**src/design/cpu_bus_pkg.sv**
```systemverilog
// Bus widths, frame length, opcode and CPU state enums, bus request struct
package cpu_bus_pkg;

  typedef logic [31:0] word_t;   // Data, address and instruction word
  typedef logic [7:0]  byte_t;   // One pin byte
  typedef logic [3:0]  phase_t;  // Frame phase number

  // Clock cycles per bus frame, phase 0 is the CPU step
  localparam int FRAME_PHASES = 9;

  // Opcode sits in bits 31:24, operand in bits 23:0
  typedef enum logic [7:0] {
    LDI  = 8'h10,  // acc = operand
    LD   = 8'h11,  // acc = mem[operand]
    ADD  = 8'h20,  // acc = acc + mem[operand]
    SUB  = 8'h21,  // acc = acc - mem[operand]
    AND  = 8'h22,  // acc = acc & mem[operand]
    XOR  = 8'h23,  // acc = acc ^ mem[operand]
    ST   = 8'h30,  // mem[operand] = acc
    JMP  = 8'h40,  // pc = operand
    JZ   = 8'h41,  // pc = operand when acc is zero
    HALT = 8'hff   // Stop, idle reads at pc from then on
  } opcode_t;

  typedef enum logic [1:0] {
    FETCH,    // Next step latches the instruction
    EXECUTE,  // Next step retires the instruction
    HALTED
  } cpu_state_t;

  // One bus transaction, held for a whole frame
  typedef struct packed {
    word_t addr;
    word_t wdata;
    logic  write;
  } bus_req_t;

endpackage

```
**src/design/accum_cpu.sv**
```systemverilog
// Accumulator CPU with a fetch/execute FSM issuing one bus request per step
module accum_cpu
  import cpu_bus_pkg::*;
(
  input  logic     clk,
  input  logic     reset,
  input  logic     step,   // High in phase 0, the CPU moves at its end
  input  word_t    rdata,  // Read data of the frame that just ended
  output bus_req_t req     // Held stable from one step to the next
);

  cpu_state_t state;
  cpu_state_t state_d;
  logic       primed;    // First fetch has gone out
  word_t      pc;
  word_t      pc_d;
  word_t      acc;
  word_t      acc_d;
  word_t      ir;        // Instruction being executed
  bus_req_t   req_d;
  opcode_t    fetch_op;  // Opcode arriving on rdata
  opcode_t    exec_op;   // Opcode held in ir
  word_t      pc_inc;
  word_t      target;    // Jump target from the ir operand

  // Operand field zero-extended to a full word
  function automatic word_t operand(input word_t instr);
    return {8'h00, instr[23:0]};
  endfunction

  function automatic bus_req_t read_req(input word_t addr);
    bus_req_t r;
    r.addr  = addr;
    r.wdata = '0;
    r.write = 1'b0;
    return r;
  endfunction

  function automatic bus_req_t write_req(input word_t addr, input word_t data);
    bus_req_t r;
    r.addr  = addr;
    r.wdata = data;
    r.write = 1'b1;
    return r;
  endfunction

  // Memory-operand ALU, LD passes the memory word through
  function automatic word_t alu(input opcode_t op, input word_t a, input word_t m);
    case (op)
      ADD:     return a + m;
      SUB:     return a - m;
      AND:     return a & m;
      XOR:     return a ^ m;
      default: return m;
    endcase
  endfunction

  // Unknown codes fall through the decoders as no-ops
  assign fetch_op = opcode_t'(rdata[31:24]);
  assign exec_op  = opcode_t'(ir[31:24]);
  assign pc_inc   = pc + 32'd1;
  assign target   = operand(ir);

  always_comb begin
    state_d = state;
    pc_d    = pc;
    acc_d   = acc;
    req_d   = req;

    if (!primed) begin
      req_d = read_req(pc);  // Very first fetch, nothing to consume yet
    end else begin
      case (state)
        FETCH: begin
          state_d = EXECUTE;
          case (fetch_op)
            LD, ADD, SUB, AND, XOR: req_d = read_req(operand(rdata));
            ST:                     req_d = write_req(operand(rdata), acc);
            default:                req_d = read_req(pc);  // Idle read
          endcase
        end

        EXECUTE: begin
          state_d = FETCH;
          pc_d    = pc_inc;
          case (exec_op)
            LDI: acc_d = operand(ir);
            LD, ADD, SUB, AND, XOR: acc_d = alu(exec_op, acc, rdata);
            JMP: pc_d = target;
            JZ: begin
              if (acc == '0) begin
                pc_d = target;  // Taken
              end
            end
            HALT: begin
              state_d = HALTED;
              pc_d    = pc;  // Parked on the HALT word
            end
            default: ;  // ST and no-ops only advance pc
          endcase
          req_d = read_req(pc_d);  // Next fetch, or idle read once halted
        end

        default: begin
          req_d = read_req(pc);  // HALTED keeps reading at pc
        end
      endcase
    end
  end

  // Everything moves on the edge that ends phase 0
  always_ff @(posedge clk) begin
    if (reset) begin
      state  <= FETCH;
      primed <= 1'b0;
      pc     <= '0;
      acc    <= '0;
      req    <= '0;
    end else if (step) begin
      state  <= state_d;
      primed <= 1'b1;
      pc     <= pc_d;
      acc    <= acc_d;
      req    <= req_d;
    end
  end

  // The fetch frame's read data is the instruction word
  always_ff @(posedge clk) begin
    if (step && primed && state == FETCH) begin
      ir <= rdata;
    end
  end

endmodule

```
**src/design/byte_bus_sequencer.sv**
```systemverilog
// Nine-phase frame sequencer that serializes a bus request over byte-wide pins
module byte_bus_sequencer
  import cpu_bus_pkg::*;
(
  input  logic     clk,
  input  logic     reset,
  input  bus_req_t req,      // Stable for the whole frame
  output word_t    rdata,    // Bytes captured in phases 5 to 8
  output logic     step,     // One cycle per frame, phase 0
  output byte_t    uo_out,   // Address bytes, LSB first
  output byte_t    uio_out,  // Write data bytes, LSB first
  output byte_t    uio_oe,   // All ones in a write frame
  input  byte_t    uio_in    // Read data bytes, LSB first
);

  phase_t     phase;
  logic       last_phase;
  logic       send_phase;  // Phases 1 to 4
  logic       recv_phase;  // Phases 5 to 8
  logic [1:0] byte_sel;

  // Byte idx of a word, idx 0 is the least significant
  function automatic byte_t byte_of(input word_t w, input logic [1:0] idx);
    return w[{idx, 3'b000} +: 8];
  endfunction

  assign last_phase = (phase == phase_t'(FRAME_PHASES - 1));
  assign send_phase = (phase >= 4'd1) && (phase <= 4'd4);
  assign recv_phase = (phase >= 4'd5) && (phase <= 4'd8);
  assign byte_sel   = phase[1:0] - 2'd1;  // Phase 1..4 maps to byte 0..3

  assign step = (phase == '0);

  // Counts 0 to 8 and wraps, with no skipped values
  always_ff @(posedge clk) begin
    if (reset) begin
      phase <= '0;
    end else if (last_phase) begin
      phase <= '0;
    end else begin
      phase <= phase + 4'd1;
    end
  end

  // Byte k-1 loads at the end of phase k and shows during the next phase
  always_ff @(posedge clk) begin
    if (reset) begin
      uo_out  <= '0;
      uio_out <= '0;
    end else if (send_phase) begin
      uo_out  <= byte_of(req.addr, byte_sel);
      uio_out <= byte_of(req.wdata, byte_sel);
    end
  end

  // Shift in from the top so the phase 5 byte ends up in bits 7:0
  always_ff @(posedge clk) begin
    if (recv_phase) begin
      rdata <= {uio_in, rdata[31:8]};
    end
  end

  // req only changes at the end of phase 0, so the enable does too
  assign uio_oe = req.write ? 8'hff : 8'h00;

endmodule

```
**src/design/cpuhandler_top.sv**
```systemverilog
// Pin-level top connecting the accumulator CPU to the byte bus sequencer
module cpuhandler_top
  import cpu_bus_pkg::*;
(
  input  logic  clk,
  input  logic  reset,
  input  byte_t ui_in,    // Not used by this design
  output byte_t uo_out,   // Address bytes
  input  byte_t uio_in,   // Read data bytes
  output byte_t uio_out,  // Write data bytes
  output byte_t uio_oe,   // Bidirectional port enable
  input  logic  ena       // Not used by this design
);

  bus_req_t req;    // CPU to sequencer
  word_t    rdata;  // Sequencer to CPU
  logic     step;

  accum_cpu cpu_i (
    .clk   (clk),
    .reset (reset),
    .step  (step),
    .rdata (rdata),
    .req   (req)
  );

  byte_bus_sequencer seq_i (
    .clk     (clk),
    .reset   (reset),
    .req     (req),
    .rdata   (rdata),
    .step    (step),
    .uo_out  (uo_out),
    .uio_out (uio_out),
    .uio_oe  (uio_oe),
    .uio_in  (uio_in)
  );

endmodule

```
**config.mk**
```make
export PLATFORM = sky130hd
export DESIGN_NAME = cpuhandler_top
export DESIGN_NICKNAME = d
export VERILOG_FILES = /design/src/design/cpu_bus_pkg.sv /design/src/design/accum_cpu.sv /design/src/design/byte_bus_sequencer.sv /design/src/design/cpuhandler_top.sv
export SDC_FILE = /design/constraint.sdc
export NUM_CORES = 1
export LEC_CHECK = 0
export BUFFER_PORTS_ARGS = -buffer_cell sky130_fd_sc_hd__clkbuf_2
export CORE_MARGIN = 3
export CORE_UTILIZATION = 63
export DETAILED_ROUTE_END_ITERATION = 7
export GPL_TIMING_DRIVEN = 0
export PLACE_DENSITY = 0.91
export SYNTH_ARGS = -nofsm -noshare
export SYNTH_HDL_FRONTEND = slang
export SYNTH_SLANG_ARGS = --single-unit
```
**constraint.sdc**
```tcl
create_clock -name clk -period 4.5 [get_ports clk]
set_input_delay 0.9 -clock clk [delete_from_list [all_inputs] [get_ports clk]]
set_output_delay 0.9 -clock clk [all_outputs]
set_load 0.02 [all_outputs]
```
==> key figures <==
Synthesis
  • Area share of the largest cell type after synthesis: 23.06%
  • Syn nets: 1,603
  • EDFF count, synth: 64
  • Combined area of all synthesized cells: 13,200 sq um
  • Sequential fraction of the synthesis area: 37.62%
  • Proportion of synthesized area in mux cells: 5.158%
  • Simple-gate share of the synthesized area: 19.40%
  • Number of library cell types mapped by synthesis: 78
  • Leading register cell type out of synthesis: sky130_fd_sc_hd__dfxtp_1
  • Number of warning messages in the yosys log: 0
  • Synthesized-area fraction occupied by adder cells: 6.599%
  • Main combinational cell family by area after synthesis: compound AO/OA/AOI/OAI gates
  • Average instance area after synthesis: 8.710 sq um
  • Post-Synth XOR/XNOR Area: 3.717%
  • Dominant cell type by area after synthesis: sky130_fd_sc_hd__dfxtp_1
  • Post-Synthesis Cells: 1,515
  • Top area cells in the synthesized netlist: sky130_fd_sc_hd__dfxtp_1 (23%), sky130_fd_sc_hd__edfxtp_1 (15%), sky130_fd_sc_hd__ha_1 (6.4%)
  • #FFs+latches synth: 216
  • Compound-cell area share of the yosys netlist: 23.31%
  • Synth async-reset ratio: 0%

Worst hold path
  • Hold crit path type: reg2reg
  • Endpoint of the worst hold path: seq_i.uo_out[4]
  • Hold Crit Start: seq_i.uo_out[4]
  • Worst hold path depth: 2

Floorplanning
  • Boundary pin count: 43
  • Placeable Area: 20,430 sq um
  • Starting utilization of the core area: 64.59%
  • Number of placement rows: 52
  • Horizontal extent of the die: 150.7 um
  • Die span in y: 150.7 um
  • Die area: 22,720 sq um

GRT
  • Pin count of the biggest net entering global routing: 34
  • Met3 capacity usage during global routing: 13.09%
  • Vias in the first global route: 12,560
  • Met1 routing resource usage after global routing: 52.13%
  • Busiest layer in global routing: met2
  • GRT met2 Usage: 61.98%
  • First-pass GRT wire length: 71,100 um
  • Overall track demand over capacity in global routing: 40.78%
  • Number of antenna violations at the first check in global routing: 1
  • Total congestion overflow after global routing: 0

Clock network
  • Maximum level of the CTS H-tree: 1
  • Root buffer cell: sky130_fd_sc_hd__clkbuf_16
  • Count of hold-fix buffers inserted at cts: 0
  • Clock slew at reported path FFs: 60 ps
  • Maximum root-to-sink buffer count: 3
  • Clock network latency to the later pin of the worst-skew pair: 510 ps
  • CTS tree: yes
  • Clock Sink Count: 216
  • TritonCTS buffer count: 23

Timing
  • Crit path time final: 4525 ps
  • Number of pins exceeding their max-slew limit in the final report: 0
  • Crit path setup slack, layout: -25.27 ps
  • Upper clock frequency limit: 0.2210 GHz
  • Fin crit share: 100.6%
  • Final hold vios: 0
  • Setup-violating endpoint count in the final report: 1
  • Measured slew at the worst slew-check pin: 1183 ps
  • Final total negative setup slack: -25.27 ps
  • RSZ-0062 raised after global routing: true
  • Final worst clock skew: 10.03 ps
  • Remaining max-slew budget at the tightest pin: 20.41%

Detailed routing
  • Iteration count of the initial detailed-routing pass: 7
  • Vias per inst: 7.179
  • Initial drt markers: 2,176
  • Average routed wire per standard cell: 25.39 um
  • Post-detailed-route DRC marker count: 0
  • Routed wire length: 47,560 um
  • Count of nets left with antenna violations after detail routing: 0
  • Via count: 13,450

Power and ir drop
  • Static leakage power: 5.695 nW
  • Power density over cell area: 309.7 nW/um^2
  • Worst vdd ir: 278.0 uV
  • Sum of internal, switching and leakage power: 0.004566 W

Worst setup path
  • Type of origin of the critical path: register
  • Beginning of the worst register-to-register path: seq_i.rdata[1]
  • Critical-path maximum fanout: 8
  • Data required time of the critical path: 4910 ps
  • Start-to-end type of the worst setup path: reg2reg
  • Logic depth of the worst register-to-register path: 18
  • R2R Path End: cpu_i.acc[27]
  • Slowest-stage cell, CP: sky130_fd_sc_hd__edfxtp_1
  • Crit path largest cell delay: 500 ps
  • Crit path cell chain: inv_1 > ha_1 > nand2b_1 > or2_2 > nor2_2 > nand2_2 > nor3b_4 > a21oi_1 > xnor2_1 > ha_2 > and3_1 > nand4_1 > a311oi_4 > a211oi_2 > nor2_1 > xor2_1 > o21ai_0 > a2111oi_2
  • Minimum setup slack among reg-to-reg paths: -30 ps
  • CP endpoint kind: register
  • Arrival time worst endpoint: 4940 ps

Placement
  • Routability cong.: 1.027
  • Estimated wirelength of the detail-placed design: 34,360 um
  • Number of I/O port buffers: 32

Run status
  • Outcome: finished, violations left
  • Failing checks: setup timing

Layout
  • Number of antenna cells inserted: 0
  • Syn-to-layout area delta: 11.73%
  • Ratio of cells with drive above 1 in the final layout: 11.04%
  • Final net count: 1,677

Job
  • Max capacitance violation total: 0
## power by group
part           leakage (nW)  switching [W]  internal, W
clock network         0.371       0.000786      0.00114
logic                  3.51       0.000354     0.000155
registers              1.81      0.0000636      0.00206
## metal layers
metal	up-vias	share of wire, %	wire (um)
met3	303	14	6847
met4	2	6.8	3258
met2	1040	43	20250
met1	6299	36	17160
met5	-	0.088	42
li1	5803	-	-
## kinds of logic after synthesis
logic type      count (synthesis)
mux                            47
xor+xnor                       56
flops                         216
buf+inv                       136
compound gates                462
simple gates                  529
fa+ha+maj                      69
## synth_stat cells (12+ instances only)
cell,instances
sky130_fd_sc_hd__buf_1,16
sky130_fd_sc_hd__nor3_1,40
sky130_fd_sc_hd__nor2_1,148
sky130_fd_sc_hd__xor2_1,31
sky130_fd_sc_hd__ha_1,68
sky130_fd_sc_hd__a221oi_1,28
sky130_fd_sc_hd__and3_1,30
sky130_fd_sc_hd__a211oi_1,35
sky130_fd_sc_hd__mux2i_1,23
sky130_fd_sc_hd__a21o_1,27
sky130_fd_sc_hd__dfxtp_1,152
sky130_fd_sc_hd__nor4_1,17
sky130_fd_sc_hd__mux4_2,16
sky130_fd_sc_hd__xnor2_1,25
sky130_fd_sc_hd__a21oi_1,107
sky130_fd_sc_hd__clkbuf_1,79
sky130_fd_sc_hd__a311oi_1,12
sky130_fd_sc_hd__o211ai_1,15
sky130_fd_sc_hd__edfxtp_1,64
sky130_fd_sc_hd__inv_1,21
sky130_fd_sc_hd__nor2b_1,19
sky130_fd_sc_hd__a31oi_1,20
sky130_fd_sc_hd__nand4_1,13
sky130_fd_sc_hd__nand3_1,21
sky130_fd_sc_hd__a22oi_1,46
sky130_fd_sc_hd__o21bai_1,13
sky130_fd_sc_hd__nand2_1,177
sky130_fd_sc_hd__o21ai_0,86
sky130_fd_sc_hd__nand2b_1,14
## layout make-up
| class | instances | area [sq um] |
|---|---|---|
| Tap cell | 270 | 337.8 |
| Timing Repair Buffer | 53 | 350.3 |
| Sequential cell | 216 | 4965 |
| Multi-Input combinational cell | 1163 | 7792 |
| Fill cell | 1555 | 5685 |
| Buffer | 110 | 465.4 |
| Clock inverter | 6 | 77.57 |
| Clock buffer | 33 | 673.1 |
| Inverter | 22 | 82.58 |
## state kept, by name (all words and copies together) (netlist names)
name,flops
cpu_i.req,65
cpu_i.acc,32
cpu_i.ir,32
cpu_i.pc,32
seq_i.rdata,32
seq_i.uio_out,8
seq_i.uo_out,8
seq_i.phase,4
cpu_i.state,2
cpu_i.primed,1
## placed cells by master, fill, tap and decap left out, types with 19 or more instances in the layout
| cell | n |
|---|---|
| sky130_fd_sc_hd__xor2_1 | 31 |
| sky130_fd_sc_hd__edfxtp_1 | 64 |
| sky130_fd_sc_hd__nor3_1 | 38 |
| sky130_fd_sc_hd__clkbuf_16 | 23 |
| sky130_fd_sc_hd__mux2i_1 | 23 |
| sky130_fd_sc_hd__a211oi_1 | 34 |
| sky130_fd_sc_hd__nor2b_1 | 19 |
| sky130_fd_sc_hd__ha_1 | 65 |
| sky130_fd_sc_hd__and3_1 | 29 |
| sky130_fd_sc_hd__a21oi_1 | 106 |
| sky130_fd_sc_hd__dfxtp_1 | 152 |
| sky130_fd_sc_hd__inv_1 | 21 |
| sky130_fd_sc_hd__xnor2_1 | 25 |
| sky130_fd_sc_hd__nand3_1 | 20 |
| sky130_fd_sc_hd__buf_4 | 27 |
| sky130_fd_sc_hd__clkbuf_1 | 75 |
| sky130_fd_sc_hd__nor2_1 | 146 |
| sky130_fd_sc_hd__nand2_1 | 175 |
| sky130_fd_sc_hd__a221oi_1 | 28 |
| sky130_fd_sc_hd__a31oi_1 | 20 |
| sky130_fd_sc_hd__clkbuf_2 | 35 |
| sky130_fd_sc_hd__a22oi_1 | 46 |
| sky130_fd_sc_hd__o21ai_0 | 84 |
| sky130_fd_sc_hd__a21o_1 | 27 |
## worst max-delay path by stage
stage	from	to	slack, ps	cells after the start
after global routing	seq_i.rdata[0]	cpu_i.acc[27]	-170	16
after floorplan	seq_i.rdata[5]	cpu_i.acc[30]	490	15
after CTS	seq_i.rdata[7]	cpu_i.acc[27]	0.3	18
after global placement	cpu_i.ir[31]	cpu_i.acc[30]	-720	17
final	seq_i.rdata[1]	cpu_i.acc[27]	-30	18
after detailed placement	cpu_i.ir[31]	cpu_i.acc[30]	-860	17
## through the flow
step / instances / hold slack, ps / util (%) / cell area, sq um / setup slack, ps
5_1_grt: 1873 / 476.6 / 72.17 / 14740 / -168.8
4_1_cts: 1863 / 454.6 / 71.27 / 14560 / 0.2642
3_5_place_dp: 1818 / 447.2 / 67.14 / 13720 / -860.3
2_1_floorplan: 1515 / 421.7 / - / 13200 / 489.2
3_3_place_gp: 1817 / 437.5 / 67.03 / 13690 / -719.8
6_report: 1873 / 456.7 / 72.17 / 14740 / -25.27
## timing repair
item / CTS / global route
hold endpoints to repair: 0 / 0
cloned: 0 / 0
pin swaps: 3 / 2
setup buffers: 8 / 10
resized for setup: 11 / 28
setup endpoints to repair: 22 / 65
## worst max-delay path: cells and delay by family (launching register included)
family                     cells  cell delay, ps
AOI/OAI and AO/OA              5            1140
xor gates and xnor gates       2             350
adders and majority gates      2             610
buffers and inverters          1             130
DFF                            1             500
and+or+nand+nor                8            1690
Power figures use the tool's default switching activity.
